File: src/hw/fpu_pkg.sv
// single-precision format definitions shared by the converters
// class and flag bit positions, rounding modes, format constants
package fpu_pkg;

    // ------------------------------
    // format
    localparam int fp_exp_w_c = 8;    // exponent field width
    localparam int fp_man_w_c = 23;   // stored mantissa width
    localparam int fp_bias_c  = 127;  // exponent bias

    // ------------------------------
    // operand class, fclass bit order
    typedef logic [9:0] fp_class_t;

    localparam int fp_class_neg_inf_c     = 0;
    localparam int fp_class_neg_norm_c    = 1;
    localparam int fp_class_neg_subnorm_c = 2;
    localparam int fp_class_neg_zero_c    = 3;
    localparam int fp_class_pos_zero_c    = 4;
    localparam int fp_class_pos_subnorm_c = 5;
    localparam int fp_class_pos_norm_c    = 6;
    localparam int fp_class_pos_inf_c     = 7;
    localparam int fp_class_snan_c        = 8;
    localparam int fp_class_qnan_c        = 9;

    // ------------------------------
    // exception flags, fflags layout
    typedef logic [4:0] fflags_t;

    localparam int fp_exc_nv_c = 4;  // invalid
    localparam int fp_exc_dz_c = 3;  // divide by zero, never raised here
    localparam int fp_exc_of_c = 2;  // overflow
    localparam int fp_exc_uf_c = 1;  // underflow
    localparam int fp_exc_nx_c = 0;  // inexact

    // rounding modes, frm encoding
    typedef enum logic [2:0] {
        rne = 3'd0,  // nearest, ties to even
        rtz = 3'd1,  // toward zero
        rdn = 3'd2,  // toward -inf
        rup = 3'd3,  // toward +inf
        rmm = 3'd4   // nearest, ties away
    } rmode_e;

endpackage

File: src/hw/cvt_pkg.sv
// request and response types of the conversion unit
package cvt_pkg;
    import fpu_pkg::*;

    // ------------------------------
    // operation select
    typedef enum logic {
        op_f2i = 1'b0,  // float to integer
        op_i2f = 1'b1   // integer to float
    } cvt_op_e;

    // request port payload
    typedef struct packed {
        cvt_op_e     op;
        logic        unsign;   // 1 = unsigned integer side
        rmode_e      rmode;
        logic [31:0] operand;  // float bits or integer
    } cvt_req_t;

    // response port payload
    typedef struct packed {
        logic [31:0] result;
        fflags_t     flags;    // fflags of this conversion
    } cvt_rsp_t;

endpackage

File: src/hw/fpu_classify.sv
// single-precision operand unpacker
// splits sign, exponent and mantissa and builds the one-hot fclass vector
`timescale 1ns/1ps

module fpu_classify
    import fpu_pkg::*;
(
    input  logic [31:0]           operand_i,
    output logic                  sign_o,
    output logic [fp_exp_w_c-1:0] exponent_o,
    output logic [fp_man_w_c-1:0] mantissa_o,
    output fp_class_t             class_o
);

    logic exp_max;   // all ones, inf or nan
    logic exp_zero;  // zero or subnormal
    logic man_zero;

    assign sign_o     = operand_i[31];
    assign exponent_o = operand_i[fp_man_w_c +: fp_exp_w_c];
    assign mantissa_o = operand_i[fp_man_w_c-1:0];

    assign exp_max  = &exponent_o;
    assign exp_zero = ~|exponent_o;
    assign man_zero = ~|mantissa_o;

    always_comb begin
        class_o = '0;
        if (exp_max) begin
            if (man_zero) begin
                class_o[sign_o ? fp_class_neg_inf_c : fp_class_pos_inf_c] = 1'b1;
            end else if (mantissa_o[fp_man_w_c-1]) begin  // quiet bit
                class_o[fp_class_qnan_c] = 1'b1;
            end else begin
                class_o[fp_class_snan_c] = 1'b1;
            end
        end else if (exp_zero) begin
            if (man_zero) begin
                class_o[sign_o ? fp_class_neg_zero_c : fp_class_pos_zero_c] = 1'b1;
            end else begin
                class_o[sign_o ? fp_class_neg_subnorm_c : fp_class_pos_subnorm_c] = 1'b1;
            end
        end else begin
            class_o[sign_o ? fp_class_neg_norm_c : fp_class_pos_norm_c] = 1'b1;
        end
    end

endmodule

File: src/hw/fpu_f2i.sv
// serial float-to-integer converter
// shifts the mantissa into the integer one bit per cycle, then rounds and saturates
`timescale 1ns/1ps

module fpu_f2i
    import fpu_pkg::*;
(
    input  logic        clk_i,
    input  logic        rstn_i,
    input  logic        start_i,     // one-cycle trigger
    input  logic        unsign_i,    // 1 = unsigned result
    input  rmode_e      rmode_i,     // stable for the whole op
    input  logic        sign_i,
    input  logic [7:0]  exponent_i,
    input  logic [22:0] mantissa_i,
    input  fp_class_t   class_i,
    output logic [31:0] result_o,
    output fflags_t     flags_o,
    output logic        done_o       // one-cycle pulse
);

    localparam logic [7:0] bias_c    = 8'(fp_bias_c);
    localparam logic [7:0] ovf_exp_c = 8'(fp_bias_c + 32);  // |x| >= 2^32

    typedef enum logic [2:0] {s_idle, s_prepare, s_shift, s_round, s_final} state_e;

    typedef struct packed {
        logic [31:0] int_part;  // integer bits so far
        logic [23:0] frac;      // msb is next bit in
        logic        sticky;    // bits lost before the shift
    } sreg_t;

    state_e      state_q;
    sreg_t       sreg_q;
    logic [7:0]  cnt_q;    // exponent, then shifts left
    logic        sign_q;   // sign latched at start
    logic        under_q;  // magnitude below 0.5
    logic        nx_q;
    logic [32:0] mag_q;    // rounded magnitude + carry

    logic        is_nan;
    logic        is_zero;
    logic        special;
    logic        grd;
    logic        rnd;
    logic        stk;
    logic        inc;
    logic [32:0] mag_rnd;
    logic        over;

    assign is_nan  = class_i[fp_class_snan_c] | class_i[fp_class_qnan_c];
    assign is_zero = class_i[fp_class_pos_zero_c] | class_i[fp_class_neg_zero_c];
    assign special = is_nan | is_zero | class_i[fp_class_pos_inf_c]
                   | class_i[fp_class_neg_inf_c] | (exponent_i >= ovf_exp_c);

    // ------------------------------
    // rounding
    assign grd = sreg_q.frac[23];
    assign rnd = sreg_q.frac[22];
    assign stk = (|sreg_q.frac[21:0]) | sreg_q.sticky;

    always_comb begin
        case (rmode_i)
            rne:     inc = grd & (rnd | stk | sreg_q.int_part[0]);  // tie goes to even
            rtz:     inc = 1'b0;
            rdn:     inc = sign_q & (grd | rnd | stk);
            rup:     inc = ~sign_q & (grd | rnd | stk);
            rmm:     inc = grd;
            default: inc = 1'b0;  // reserved codes truncate
        endcase
    end

    assign mag_rnd = {1'b0, sreg_q.int_part} + 33'(inc);

    // -2^31 still fits a signed result
    assign over = mag_q[32]
                | (~unsign_i & (sign_q ? (mag_q[31:0] > 32'h8000_0000) : mag_q[31]));

    function automatic logic [31:0] sat_value(input logic neg, input logic uns);
        if (uns) begin
            sat_value = neg ? 32'h0000_0000 : 32'hffff_ffff;
        end else begin
            sat_value = neg ? 32'h8000_0000 : 32'h7fff_ffff;
        end
    endfunction

    // ------------------------------
    // control engine
    always_ff @(posedge clk_i or negedge rstn_i) begin
        if (!rstn_i) begin
            state_q  <= s_idle;
            sreg_q   <= '0;
            cnt_q    <= '0;
            sign_q   <= 1'b0;
            under_q  <= 1'b0;
            nx_q     <= 1'b0;
            mag_q    <= '0;
            result_o <= '0;
            flags_o  <= '0;
            done_o   <= 1'b0;
        end else begin
            done_o <= 1'b0;
            case (state_q)
                s_idle: begin
                    if (start_i) begin
                        sign_q      <= sign_i;
                        cnt_q       <= exponent_i;
                        sreg_q.frac <= {mantissa_i, 1'b0};
                        under_q     <= 1'b0;
                        if (special) begin  // finishes right away
                            done_o  <= 1'b1;
                            flags_o <= '0;
                            if (is_nan) begin
                                result_o             <= sat_value(1'b0, unsign_i);
                                flags_o[fp_exc_nv_c] <= 1'b1;
                            end else if (is_zero) begin
                                result_o <= '0;
                            end else begin  // inf or too large
                                result_o             <= sat_value(sign_i, unsign_i);
                                flags_o[fp_exc_of_c] <= 1'b1;
                            end
                        end else begin
                            state_q <= s_prepare;
                        end
                    end
                end
                s_prepare: begin
                    sreg_q.sticky <= 1'b0;
                    if (cnt_q >= bias_c) begin  // at least 1.0
                        sreg_q.int_part <= 32'd1;  // hidden one
                        cnt_q           <= cnt_q - bias_c;
                        state_q         <= (cnt_q == bias_c) ? s_round : s_shift;
                    end else if (cnt_q == bias_c - 8'd1) begin  // in [0.5, 1.0)
                        sreg_q.int_part <= '0;
                        sreg_q.frac     <= {1'b1, sreg_q.frac[23:1]};
                        state_q         <= s_round;
                    end else begin  // below 0.5, only sticky left
                        sreg_q.int_part <= '0;
                        sreg_q.frac     <= '0;
                        sreg_q.sticky   <= 1'b1;
                        under_q         <= 1'b1;
                        state_q         <= s_round;
                    end
                end
                s_shift: begin
                    sreg_q.int_part <= {sreg_q.int_part[30:0], sreg_q.frac[23]};
                    sreg_q.frac     <= {sreg_q.frac[22:0], 1'b0};
                    cnt_q           <= cnt_q - 8'd1;
                    if (cnt_q == 8'd1) begin
                        state_q <= s_round;
                    end
                end
                s_round: begin
                    mag_q   <= mag_rnd;
                    nx_q    <= grd | rnd | stk;  // any fraction dropped
                    state_q <= s_final;
                end
                s_final: begin
                    done_o               <= 1'b1;
                    flags_o              <= '0;
                    flags_o[fp_exc_of_c] <= over;
                    flags_o[fp_exc_uf_c] <= under_q;
                    flags_o[fp_exc_nx_c] <= nx_q;
                    if (over) begin
                        result_o <= sat_value(sign_q, unsign_i);
                    end else if (sign_q && unsign_i) begin  // negative clamps to 0
                        result_o <= '0;
                    end else if (sign_q) begin
                        result_o <= 32'd0 - mag_q[31:0];
                    end else begin
                        result_o <= mag_q[31:0];
                    end
                    state_q <= s_idle;
                end
                default: state_q <= s_idle;
            endcase
        end
    end

endmodule

File: src/hw/fpu_i2f.sv
// serial integer-to-float normalizer
// shifts the magnitude up to the leading one, rounds to 24 bits and packs a single
`timescale 1ns/1ps

module fpu_i2f
    import fpu_pkg::*;
(
    input  logic        clk_i,
    input  logic        rstn_i,
    input  logic        start_i,   // one-cycle trigger
    input  logic        unsign_i,  // 1 = operand is unsigned
    input  rmode_e      rmode_i,
    input  logic [31:0] int_i,
    output logic [31:0] result_o,
    output fflags_t     flags_o,   // only nx can rise
    output logic        done_o
);

    localparam logic [7:0] exp_top_c = 8'(fp_bias_c + 31);  // leading one at bit 31

    typedef enum logic [1:0] {s_idle, s_norm, s_round, s_pack} state_e;

    state_e      state_q;
    logic        sign_q;
    logic [31:0] mag_q;   // magnitude being normalized
    logic [7:0]  exp_q;
    logic [22:0] man_q;
    logic        nx_q;

    logic        neg;
    logic [31:0] abs_val;
    logic        grd;
    logic        stk;
    logic        inc;
    logic [24:0] sig_rnd;  // carry + 24-bit significand

    assign neg     = ~unsign_i & int_i[31];
    assign abs_val = neg ? (32'd0 - int_i) : int_i;

    // ------------------------------
    // rounding of the top 24 bits
    assign grd = mag_q[7];
    assign stk = |mag_q[6:0];

    always_comb begin
        case (rmode_i)
            rne:     inc = grd & (stk | mag_q[8]);
            rtz:     inc = 1'b0;
            rdn:     inc = sign_q & (grd | stk);
            rup:     inc = ~sign_q & (grd | stk);
            rmm:     inc = grd;
            default: inc = 1'b0;
        endcase
    end

    assign sig_rnd = {1'b0, mag_q[31:8]} + 25'(inc);

    always_ff @(posedge clk_i or negedge rstn_i) begin
        if (!rstn_i) begin
            state_q  <= s_idle;
            sign_q   <= 1'b0;
            mag_q    <= '0;
            exp_q    <= '0;
            man_q    <= '0;
            nx_q     <= 1'b0;
            result_o <= '0;
            flags_o  <= '0;
            done_o   <= 1'b0;
        end else begin
            done_o <= 1'b0;
            case (state_q)
                s_idle: begin  // load cycle
                    if (start_i) begin
                        sign_q <= neg;
                        mag_q  <= abs_val;
                        exp_q  <= exp_top_c;
                        if (int_i == 32'd0) begin  // +0, done at once
                            result_o <= '0;
                            flags_o  <= '0;
                            done_o   <= 1'b1;
                        end else begin
                            state_q <= abs_val[31] ? s_round : s_norm;
                        end
                    end
                end
                s_norm: begin
                    mag_q <= {mag_q[30:0], 1'b0};
                    exp_q <= exp_q - 8'd1;
                    if (mag_q[30]) begin  // leading one reaches bit 31
                        state_q <= s_round;
                    end
                end
                s_round: begin
                    nx_q    <= grd | stk;
                    man_q   <= sig_rnd[22:0];                // zero after a carry
                    exp_q   <= exp_q + {7'd0, sig_rnd[24]};  // carry bumps exponent
                    state_q <= s_pack;
                end
                s_pack: begin
                    result_o             <= {sign_q, exp_q, man_q};
                    flags_o              <= '0;
                    flags_o[fp_exc_nx_c] <= nx_q;
                    done_o               <= 1'b1;
                    state_q              <= s_idle;
                end
                default: state_q <= s_idle;
            endcase
        end
    end

endmodule

File: src/hw/cvt_sequencer.sv
// request/response sequencer of the conversion unit
// holds one request, starts the chosen converter and keeps the response until taken
`timescale 1ns/1ps

module cvt_sequencer
    import fpu_pkg::*, cvt_pkg::*;
(
    input  logic        clk_i,
    input  logic        rstn_i,
    input  cvt_req_t    req_i,
    input  logic        req_valid_i,
    output logic        req_ready_o,
    output cvt_rsp_t    rsp_o,
    output logic        rsp_valid_o,
    input  logic        rsp_ready_i,
    output logic [31:0] operand_o,    // to classifier and i2f
    output logic        unsign_o,
    output rmode_e      rmode_o,
    output logic        f2i_start_o,
    output logic        i2f_start_o,
    input  logic        f2i_done_i,
    input  logic [31:0] f2i_result_i,
    input  fflags_t     f2i_flags_i,
    input  logic        i2f_done_i,
    input  logic [31:0] i2f_result_i,
    input  fflags_t     i2f_flags_i
);

    typedef enum logic [1:0] {s_idle, s_busy, s_resp} state_e;

    state_e   state_q;
    logic     start_q;  // cycle after acceptance
    cvt_req_t req_q;
    cvt_rsp_t rsp_q;

    assign req_ready_o = (state_q == s_idle);
    assign rsp_valid_o = (state_q == s_resp);
    assign rsp_o       = rsp_q;

    assign operand_o   = req_q.operand;
    assign unsign_o    = req_q.unsign;
    assign rmode_o     = req_q.rmode;
    assign f2i_start_o = start_q & (req_q.op == op_f2i);
    assign i2f_start_o = start_q & (req_q.op == op_i2f);

    // ------------------------------
    // control
    always_ff @(posedge clk_i or negedge rstn_i) begin
        if (!rstn_i) begin
            state_q <= s_idle;
            start_q <= 1'b0;
        end else begin
            start_q <= 1'b0;
            case (state_q)
                s_idle: begin
                    if (req_valid_i) begin
                        start_q <= 1'b1;
                        state_q <= s_busy;
                    end
                end
                s_busy: if (f2i_done_i || i2f_done_i) state_q <= s_resp;
                s_resp: if (rsp_ready_i) state_q <= s_idle;  // response taken
                default: state_q <= s_idle;
            endcase
        end
    end

    // request and response registers
    always_ff @(posedge clk_i) begin
        if (req_valid_i && req_ready_o) begin
            req_q <= req_i;
        end
        if (state_q == s_busy && f2i_done_i) begin
            rsp_q.result <= f2i_result_i;
            rsp_q.flags  <= f2i_flags_i;
        end else if (state_q == s_busy && i2f_done_i) begin
            rsp_q.result <= i2f_result_i;
            rsp_q.flags  <= i2f_flags_i;
        end
    end

endmodule

File: src/hw/cvt_unit.sv
// float/integer conversion unit, top level
// sequencer, operand classifier and the two serial converters
`timescale 1ns/1ps

module cvt_unit
    import fpu_pkg::*, cvt_pkg::*;
(
    input  logic     clk_i,
    input  logic     rstn_i,
    input  cvt_req_t req_i,
    input  logic     req_valid_i,
    output logic     req_ready_o,
    output cvt_rsp_t rsp_o,
    output logic     rsp_valid_o,
    input  logic     rsp_ready_i
);

    logic [31:0] operand;
    logic        unsign;
    rmode_e      rmode;
    logic        f2i_start;
    logic        i2f_start;

    logic        op_sign;      // unpacked operand
    logic [7:0]  op_exponent;
    logic [22:0] op_mantissa;
    fp_class_t   op_class;

    logic        f2i_done;
    logic [31:0] f2i_result;
    fflags_t     f2i_flags;
    logic        i2f_done;
    logic [31:0] i2f_result;
    fflags_t     i2f_flags;

    cvt_sequencer cvt_sequencer_inst (
        .clk_i        (clk_i),
        .rstn_i       (rstn_i),
        .req_i        (req_i),
        .req_valid_i  (req_valid_i),
        .req_ready_o  (req_ready_o),
        .rsp_o        (rsp_o),
        .rsp_valid_o  (rsp_valid_o),
        .rsp_ready_i  (rsp_ready_i),
        .operand_o    (operand),
        .unsign_o     (unsign),
        .rmode_o      (rmode),
        .f2i_start_o  (f2i_start),
        .i2f_start_o  (i2f_start),
        .f2i_done_i   (f2i_done),
        .f2i_result_i (f2i_result),
        .f2i_flags_i  (f2i_flags),
        .i2f_done_i   (i2f_done),
        .i2f_result_i (i2f_result),
        .i2f_flags_i  (i2f_flags)
    );

    fpu_classify fpu_classify_inst (
        .operand_i  (operand),
        .sign_o     (op_sign),
        .exponent_o (op_exponent),
        .mantissa_o (op_mantissa),
        .class_o    (op_class)
    );

    fpu_f2i fpu_f2i_inst (
        .clk_i      (clk_i),
        .rstn_i     (rstn_i),
        .start_i    (f2i_start),
        .unsign_i   (unsign),
        .rmode_i    (rmode),
        .sign_i     (op_sign),
        .exponent_i (op_exponent),
        .mantissa_i (op_mantissa),
        .class_i    (op_class),
        .result_o   (f2i_result),
        .flags_o    (f2i_flags),
        .done_o     (f2i_done)
    );

    fpu_i2f fpu_i2f_inst (
        .clk_i    (clk_i),
        .rstn_i   (rstn_i),
        .start_i  (i2f_start),
        .unsign_i (unsign),
        .rmode_i  (rmode),
        .int_i    (operand),  // raw operand bits
        .result_o (i2f_result),
        .flags_o  (i2f_flags),
        .done_o   (i2f_done)
    );

endmodule

File: config.mk
export PLATFORM = sky130hd
export DESIGN_NAME = cvt_unit
export DESIGN_NICKNAME = d
export VERILOG_FILES = /design/src/hw/fpu_pkg.sv /design/src/hw/cvt_pkg.sv /design/src/hw/fpu_classify.sv /design/src/hw/fpu_f2i.sv /design/src/hw/fpu_i2f.sv /design/src/hw/cvt_sequencer.sv /design/src/hw/cvt_unit.sv
export SDC_FILE = /design/constraint.sdc
export NUM_CORES = 1
export LEC_CHECK = 0
export BUFFER_PORTS_ARGS = -buffer_cell sky130_fd_sc_hd__clkbuf_2
export CORE_AREA = 3 3 182 202
export CTS_BUF_LIST = sky130_fd_sc_hd__clkbuf_8
export DETAILED_ROUTE_END_ITERATION = 8
export DIE_AREA = 0 0 185 205
export GPL_ROUTABILITY_DRIVEN = 0
export PLACE_DENSITY = 0.68
export SKIP_CTS_REPAIR_TIMING = 1
export SLEW_MARGIN = 10
export SYNTH_ARGS = -nofsm -noshare
export SYNTH_HDL_FRONTEND = slang
export SYNTH_SLANG_ARGS = --single-unit
File: constraint.sdc
create_clock -name clk_i -period 3.1 [get_ports clk_i]
set_input_delay 0.155 -clock clk_i [delete_from_list [all_inputs] [get_ports clk_i]]
set_output_delay 0.155 -clock clk_i [all_outputs]
set_load 0.02 [all_outputs]
# == Word-level counts from Yosys, hierarchy flattened ==
# Index checks and enable logic that the tools add are counted.
# word_totals
output_inout_bits,39
elab_cells,237
register_bits,324
# classes
n_eq_ne,29
n_reduce_logical,39
n_lt_le_gt_ge,11
mux,93
add_sub_neg,8
bitwise,28
# ops
cell,count
two-way mux 32 bit,19
case mux 32 bit (2 select lines),4
greater-or-equal comparator 32 x 1 -> 1 bit (second input constant),4
< comparator 32 x 6 -> 1 bit (second input constant),4
two-way mux 37 bit,2
case mux 24 bit (3 select lines),1
subtractor 1 x 32 -> 32 bit (first input constant),2
two-way mux 24 bit,2
case mux 8 bit (3 select lines),2
adder 32 x 1 -> 33 bit,1
greater-than comparator 32 bit (second input constant),1
zero test 32 bit,1
two-way mux 8 bit,4
two-way mux 10 bit,3
adder 24 x 1 -> 25 bit,1
two-way mux 25 bit,1
two-way mux 3 bit,8
OR reduction 23 bit,1
OR reduction 22 bit,1
two-way mux 1 bit,21
AND reduction 3 bit,7
two-way mux 5 bit,4
case mux 5 bit (2 select lines),2
demux 1 bit (select 4 bit),4
34 further kinds,108

# == Longest topological paths before layout ==
# Gate-level depths: netlist (run 1).
# depth
depth_word,16
mapped_depth,17

# == By module ==
# From an unflattened synthesis (run 1), not the netlist that was laid out.
# hier_totals
hier_cells,1687
hier_area_um2,17346.6
# modules_own_cells
mod,seq_area_each_um2,n_inst,cells_each,area_each_um2
fpu_f2i,3528.4,1,813,7703.6
fpu_i2f,2527.4,1,646,5934.4
cvt_sequencer,2297.2,1,167,3244.4
fpu_classify,0.0,1,61,464.2

# == Least setup slack after synthesis (run 1) ==
# No wires, ideal clock.
# synth_path
path_type,flip-flop to flip-flop
start,reg fpu_i2f_inst.mag_q[2]
end,reg fpu_i2f_inst.exp_q[6]
period_less_slack_ns,3.455
path_slack_ns,-0.355
n_path_buf,0
arrival_ns,3.335
stages_incl_launch_ff,18
setup_ns,0.120
cell_sequence,dfrtp_1 -> nor4_1 -> nand2_1 -> o31ai_1 -> a21oi_1 -> ha_1 -> ha_1 -> nand4_1 -> or4_1 -> o21ai_0 -> ha_1 -> fa_1 -> a21o_1 -> a21oi_1 -> o21bai_1 -> a21oi_1 -> xnor2_1 -> a31o_2
# synth_between
elab_chain_cells,7
word_cells_on_any_way,10
cone_classes,2 x add/sub; 2 x mux; 5 x bitwise; 1 x reduce/logical
# synth_rtl
item,line,source
start: declaration,fpu_i2f.sv:25,logic [31:0] mag_q;
start signal: assignment,fpu_i2f.sv:75,mag_q <= abs_val;
start signal: assignment,fpu_i2f.sv:87,"mag_q <= {mag_q[30:0], 1'b0};"
OR reduction 7 bit *,fpu_i2f.sv:43,assign stk = |mag_q[6:0];
"OR 1 bit, on equally long branches","fpu_i2f.sv:49, fpu_i2f.sv:50, fpu_i2f.sv:47",
"AND 1 bit, on equally long branches","fpu_i2f.sv:50, fpu_i2f.sv:47, fpu_i2f.sv:49",
case mux 1 bit (4 select lines) *,fpu_i2f.sv:46,case (rmode_i)
adder 24 x 1 -> 25 bit *,fpu_i2f.sv:56,"assign sig_rnd = {1'b0, mag_q[31:8]} + 25'(inc);"
adder 8 x 1 -> 8 bit *,fpu_i2f.sv:96,"exp_q <= exp_q + {7'd0, sig_rnd[24]};"
case mux 8 bit (3 select lines) *,fpu_i2f.sv:71,case (state_q)
end signal: assignment,fpu_i2f.sv:76,exp_q <= exp_top_c;
end signal: assignment,fpu_i2f.sv:88,exp_q <= exp_q - 8'd1;
end signal: assignment,fpu_i2f.sv:96,
end: declaration,fpu_i2f.sv:26,logic [7:0] exp_q;
# Every way passes the cells marked *; elsewhere a longest branch is shown, timed or not.
# A chain may end at the register's enable or synchronous reset.

# == Worst setup path in the final report (run 1) ==
# layout_path
start,"reg cvt_sequencer_inst.req_q, in the netlist cvt_sequencer_inst.rmode_o[0]"
end,reg fpu_i2f_inst.exp_q[6]
# layout_between
elab_chain_cells,5
word_cells_on_any_way,8
cone_classes,2 x add/sub; 3 x eq/ne; 2 x mux; 1 x reduce/logical
# layout_rtl
item,line,source
start: declaration,cvt_sequencer.sv:33,cvt_req_t req_q;
start signal: assignment,cvt_sequencer.sv:71,req_q <= req_i;
== test 3 bit (tied with other cells),fpu_i2f.sv:46,
case mux 1 bit (4 select lines) *,fpu_i2f.sv:46,
adder 24 x 1 -> 25 bit *,fpu_i2f.sv:56,
adder 8 x 1 -> 8 bit *,fpu_i2f.sv:96,
case mux 8 bit (3 select lines) *,fpu_i2f.sv:71,
# Marked as above.

==> results.json, run 1 <==
{
  "hpwl_um": 27300,
  "peakVddDrop_mv": 0.543,
  "finalMaxSlewViolations": 0,
  "avgRoutedWirePerCell_um": 18.2,
  "leakagePower_nw": 7.70,
  "syn_avg_cell_area_sq_um": 10.6,
  "cts_buffer_depth": 3,
  "fill_cells": 3065,
  "max-cap-violations": 0,
  "critPathCapture": "fpu_i2f_inst.exp_q[6]",
  "arrival_ps": 3830,
  "drive_gt1_share_pct": 19.4,
  "syn_area_sq_um": 15700,
  "clock-sinks": 318,
  "synth_common_cells": "245 x dfrtp_1, 148 x nor2_1, 118 x o21ai_0",
  "yosysMostFrequentCell": "dfrtp_1",
  "rsz0062_at_grt": "true",
  "synth_ff_type": "dfrtp_1",
  "dr.first_iter.drc_count": 804,
  "criticalPathCategory": "flip-flop to flip-flop",
  "p_per_area_nw_per_um2": 984,
  "synth_area_leaders": "dfrtp_1 39%, edfxtp_1 14%, o21ai_0 3.8%, nor2_1 3.5%, xor2_1 3.4%",
  "worstMarginPinSlew_ps": 769,
  "placed_area_sq_um": 17000,
  "period_minus_slack_ps": 3350,
  "max_slew_margin_pct": 48.3,
  "end_kind": "flip-flop",
  "final_util_pct": 53.1,
  "htree_num_levels": 2,
  "track_usage_pct": 20.6,
  "async_flop_share_pct": 77.0,
  "postRouteAntennaNets": 0,
  "cts_tree": "yes",
  "dieArea_sq_um": 37900,
  "io_buffer_count": 78,
  "yosysUniqueCellTypes": 76,
  "worst_ep_required_time_ps": 3580,
  "clockRootBuffer": "clkbuf_8",
  "hold_viol_final": 0,
  "yosysTopAreaCellShare_pct": 39.1,
  "violations": "negative setup slack",
  "status": "finished, violations left",
  "coreArea_sq_um": 35000,
  "final_nets": 1725,
  "grt_pass1_vias": 11700,
  "diodes": 0,
  "synth_enable_flop_cells": 73,
  "ys_seq_area_share_pct": 53.1,
  "netlist_instances": 1477,
  "synth_top_area_cell": "dfrtp_1",
  "numCtsBuffers": 53,
  "finalSetupViolCount": 3,
  "maxUsedRoutingLayer": "met4",
  "area_growth_pct": 18.4,
  "r2r_slack_ps": -250,
  "start_kind": "flip-flop",
  "fin_ws_ps": -245,
  "r2r-start": "cvt_sequencer_inst.rmode_o[0]",
  "dr_wl_met2_um": 19200,
  "fp-row-count": 72,
  "grt_pass1_wl_um": 62900,
  "dieWidth_um": 185,
  "ys_seq_elements": 318,
  "min-delay-path-class": "input pin to async pin",
  "dr.pass1.iters": 9,
  "die_h_um": 205,
  "vias": 12000,
  "io_pins": 80,
  "initial_core_util_pct": 44.8,
  "wl_met1_um": 17300,
  "fin_crit_sh_pct": 108,
  "instances_no_fill": 2141,
  "vias_per_cell": 5.62,
  "routed_wl_um": 39000,
  "antenna_found_initial": 0,
  "wl_met3_um": 1850,
  "skew_ps": 26.4,
  "clkLatencyLatePin_ps": 590,
  "grt_overflow": 0,
  "dp_cells": 2002,
  "r2r_end": "fpu_i2f_inst.exp_q[6]",
  "rr_worst_depth": 16,
  "synth_fp_nets": 1547,
  "setup.worst_path.start": "cvt_sequencer_inst.rmode_o[0]",
  "design_area_sq_um": 18600,
  "total_power_mw": 18.3,
  "post-route-drc-count": 0,
  "grt_max_degree": 90,
  "clk_pin_slew_worst_paths_ps": 60,
  "yosys_warnings": 0,
  "fmax_ghz": 0.299,
  "critPathMaxFanout": 3
}
-- where the power goes --
part	leakage, nW	internal, mW	total, mW	switching, mW
clock	0.619	2.02	3.68	1.67
combinational	3.40	3.21	7.35	4.14
sequential	3.68	5.92	7.22	1.31
total	7.70	11.1	18.3	7.11
-- worst max-delay path: stages, from the launching register on --
cell	delay (ps)
edfxtp_1	430
xor2_1	230
a31oi_1	100
a21oi_1	140
ha_2	230
ha_4	130
nand4_1	110
or4_4	550
o21ai_2	140
ha_2	210
fa_2	200
a21o_1	130
a21oi_2	60
o21bai_1	130
a21oi_1	90
xnor2_1	130
a31o_2	240
-- state kept, by name, indices dropped and copies added (netlist names), 2 cells and up --
register	flops
fpu_f2i_inst.result_o	32
fpu_i2f_inst.man_q	23
cvt_sequencer_inst.rmode_o	3
fpu_i2f_inst.state_q	2
fpu_f2i_inst.cnt_q	8
fpu_f2i_inst.state_q	3
fpu_i2f_inst.result_o	32
fpu_f2i_inst.mag_q	33
cvt_sequencer_inst.rsp_o	36
fpu_i2f_inst.exp_q	8
cvt_sequencer_inst.operand_o	32
cvt_sequencer_inst.state_q	2
fpu_f2i_inst.sreg_q	55
fpu_f2i_inst.flags_o	4
fpu_i2f_inst.mag_q	32
-- per-layer routing --
layer	up-vias	track usage [%]
li1	5786	-
met1	5846	28.6
met2	344	34.1
met3	60	3.04
met4	0	5.17
met5	-	0
-- cells by family after synthesis --
kind of cell / synth area share [%]
buffers and inverters: 3.66
adder cells (fa/ha/maj): 2.36
XOR/XNOR: 6.48
AO/OA/AOI/OAI: 17.5
AND/OR/NAND/NOR: 13.4
multiplexers: 3.52
other: 0.0239
flip-flops: 53.1
-- cell usage in the layout, fill, tap and decap left out, types with 55 or more instances in the layout --
cell	n
dfrtp_1	245
nand2_1	109
clkbuf_8	67
edfxtp_1	73
buf_4	87
o21ai_0	114
clkbuf_2	77
inv_1	56
a21oi_1	87
xor2_1	61
a22o_1	55
nor2_1	144
-- layout make-up --
type / instances / area [sq um] / area share (%)
Multi-Input combinational cell: 1034 / 6940 / 37.4
Inverter: 39 / 146 / 0.789
Timing Repair Buffer: 209 / 1530 / 8.22
Clock inverter: 30 / 149 / 0.802
Clock buffer: 67 / 922 / 4.97
Sequential cell: 318 / 8320 / 44.9
Tap cell: 444 / 556 / 2.99
-- how the worst min path moves through the flow --
stage	slack [ps]	from	endpoint	cells after the start
6_report	180	rstn_i	fpu_f2i_inst.sreg_q[34]	2
3_5_place_dp	240	rstn_i	fpu_f2i_inst.sreg_q[34]	1
5_1_grt	210	rstn_i	fpu_f2i_inst.mag_q[30]	2
3_3_place_gp	230	rstn_i	fpu_f2i_inst.sreg_q[34]	1
4_1_cts	-390	rstn_i	fpu_f2i_inst.result_o[12]	1
2_1_floorplan	-140	rstn_i	cvt_sequencer_inst.start_q	0
-- metrics by stage --
| stage | hold slack [ps] | TNS, ps | setup WS [ps] |
|---|---|---|---|
| finish | 177 | -478 | -245 |
| global route | 214 | -1300 | -403 |
| CTS | -395 | -678 | -269 |
| detailed placement | 238 | -728 | -280 |
| global placement | 232 | -396 | -255 |
| floorplan | -141 | -206 | -175 |
(Power assumes the default switching activity.)
==> run 2, diff against run 1 <==
--- a/config.mk
+++ b/config.mk
@@ -6,14 +6,15 @@
 export NUM_CORES = 1
 export LEC_CHECK = 0
 export BUFFER_PORTS_ARGS = -buffer_cell sky130_fd_sc_hd__clkbuf_2
-export CORE_AREA = 3 3 182 202
+export CORE_AREA = 3 3 192 212
 export CTS_BUF_LIST = sky130_fd_sc_hd__clkbuf_8
 export DETAILED_ROUTE_END_ITERATION = 8
-export DIE_AREA = 0 0 185 205
+export DIE_AREA = 0 0 195 215
 export GPL_ROUTABILITY_DRIVEN = 0
-export PLACE_DENSITY = 0.68
+export PLACE_DENSITY = 0.67
 export SKIP_CTS_REPAIR_TIMING = 1
 export SLEW_MARGIN = 10
 export SYNTH_ARGS = -nofsm -noshare
 export SYNTH_HDL_FRONTEND = slang
+export SYNTH_HIERARCHICAL = 1
 export SYNTH_SLANG_ARGS = --single-unit
==> results.json, run 2 <==
{
  "status": "finished, violations left",
  "violations": "negative setup slack",
  "multiInputGateArea_sq_um": 7990,
  "clock-sinks": 319,
  "final_nets": 1855,
  "vias_per_cell": 5.66,
  "min-delay-path-class": "input pin to async pin",
  "cts_tree": "yes",
  "dieWidth_um": 195,
  "end_kind": "flip-flop",
  "cp_slowest_stage_delay_ps": 530,
  "finalMaxSlewViolations": 0,
  "fin_crit_sh_pct": 120,
  "placed_area_sq_um": 18100,
  "whs_ps": 139,
  "critPathMaxFanout": 2,
  "setup.worst_path.start": "fpu_i2f_inst/mag_q[4]",
  "design_area_sq_um": 19800,
  "clkLatencyLatePin_ps": 600,
  "routed_wl_um": 42900,
  "dieArea_sq_um": 41900,
  "cts_buffer_depth": 3,
  "vias": 13200,
  "crit_slowest_cell": "or4_4",
  "worstMarginPinSlew_ps": 1080,
  "area_growth_pct": 14.2,
  "grt_pass1_vias": 12400,
  "cp_top_family": "simple AND/OR/NAND/NOR gates",
  "post-route-drc-count": 0,
  "dr.first_iter.drc_count": 1078,
  "numCtsBuffers": 51,
  "layout_common_cells": "245 x dfrtp_1, 149 x nand2_1, 126 x nor2_1, 120 x o21ai_0, 91 x buf_4",
  "arrival_ps": 4170,
  "crit_chain": "or4_4, nor4_4, buf_4, nor2b_1, o22a_1, ha_4, ha_4, nand3_4, nor4_4, nand3_2, o21ai_2, ha_2, fa_2, a21o_1, a21oi_2, o21bai_1, a21oi_1, xor2_1, o31ai_1",
  "track_usage_pct": 19.5,
  "drive_gt1_share_pct": 19.5,
  "p_per_area_nw_per_um2": 1010,
  "postRouteAntennaNets": 0,
  "final_common_cell": "dfrtp_1",
  "dr.pass1.iters": 5,
  "fp-row-count": 75,
  "avgRoutedWirePerCell_um": 18.4,
  "yosys_warnings": 6,
  "die_h_um": 215,
  "largest_reg_flops": 55,
  "leakagePower_nw": 8.32,
  "netlist_instances": 1682,
  "largest-register": "fpu_f2i_inst/sreg_q",
  "rr_worst_depth": 19,
  "worst_ep_required_time_ps": 3560,
  "initial_core_util_pct": 45.0,
  "clockRootBuffer": "clkbuf_8",
  "syn_avg_cell_area_sq_um": 10.3,
  "hold_viol_final": 0,
  "grt_max_degree": 90,
  "io_buffer_count": 79,
  "finalSetupViolCount": 7,
  "diodes": 0,
  "rsz0062_at_grt": "true",
  "skew_ps": 29.2,
  "grt_overflow": 0,
  "fill_cells": 3426,
  "max_slew_margin_pct": 28.0,
  "io_pins": 80,
  "syn_area_sq_um": 17300,
  "criticalPathCategory": "flip-flop to flip-flop",
  "final_util_pct": 51.4,
  "r2r_end": "fpu_i2f_inst/exp_q[6]",
  "period_minus_slack_ps": 3720,
  "htree_num_levels": 2,
  "fin_ws_ps": -616,
  "hpwl_um": 30100,
  "fmax_ghz": 0.269,
  "r2r_slack_ps": -620,
  "grt_pass1_wl_um": 67700,
  "crit_buf_inv": 1,
  "coreArea_sq_um": 38500,
  "antenna_found_initial": 0,
  "r2r-start": "fpu_i2f_inst/mag_q[4]",
  "max-cap-violations": 0,
  "clk_pin_slew_worst_paths_ps": 60,
  "start_kind": "flip-flop",
  "register_area_sq_um": 8350,
  "peakVddDrop_mv": 0.528
}
==> run 2: changes by cell type in the layout (fill, tap and decap cells not counted), sizes merged, moves of 16 or more <==
| cell | change |
|---|---|
| nor2 | -17 |
| xnor2 | -16 |
| o21ai | +42 |
| xor2 | +16 |
| a222oi | -22 |
| nand2 | +39 |
| a22oi | +33 |
| mux2i | +29 |
==> run 2: routing by layer <==
layer,up-vias,share of wire (%),global-route usage (%)
met5,-,0,0
met4,0,2.6,5.61
met3,78,5.2,2.88
met2,391,48,31.6
met1,6454,45,27.5
li1,6258,-,-
==> run 2: worst register-to-register path: cells and delay by family, from the launching register on <==
kind / cells / cell delay [ps]
AO/OA/AOI/OAI: 7 / 940
flip-flops: 1 / 390
XOR/XNOR: 1 / 170
buffers and inverters: 1 / 170
adder cells (fa/ha/maj): 4 / 910
AND/OR/NAND/NOR: 6 / 1010
==> run 2: per-stage QoR <==
step / worst slack [ps] / total power [mW] / setup TNS (ps) / cells
2_1_floorplan: -511 / 13.6 / -1370 / 1685
3_3_place_gp: -686 / 15.7 / -2850 / 2189
3_5_place_dp: -727 / 16.0 / -3190 / 2189
4_1_cts: -773 / 19.9 / -3520 / 2283
5_1_grt: -766 / 21.4 / -3140 / 2328
6_report: -616 / 20.0 / -2010 / 2328
==> run 2: report_power, final <==
group	total [mW]	internal [mW]	leakage (nW)	switching [mW]
registers	7.49	5.95	3.78	1.54
clock network	3.78	2.09	0.614	1.69
logic	8.72	3.71	3.93	5.01
==> run 2: worst max path at each step <==
stage,cells after the start,endpoint
finish,19,fpu_i2f_inst/exp_q[6]
global route,19,fpu_i2f_inst/exp_q[6]
CTS,19,fpu_i2f_inst/exp_q[6]
detailed placement,19,fpu_i2f_inst/exp_q[6]
global placement,19,fpu_i2f_inst/exp_q[6]
floorplan,18,fpu_i2f_inst/exp_q[6]
==> run 2: area by class of cell <==
cell class | instances | area share, %
timing repair buffer | 216 | 8.13
tap | 500 | 3.16
clock inverter | 34 | 1.25
clock buffer | 60 | 4.17
multi-input combinational | 1163 | 40.4
inverter | 36 | 0.683
sequential | 319 | 42.2
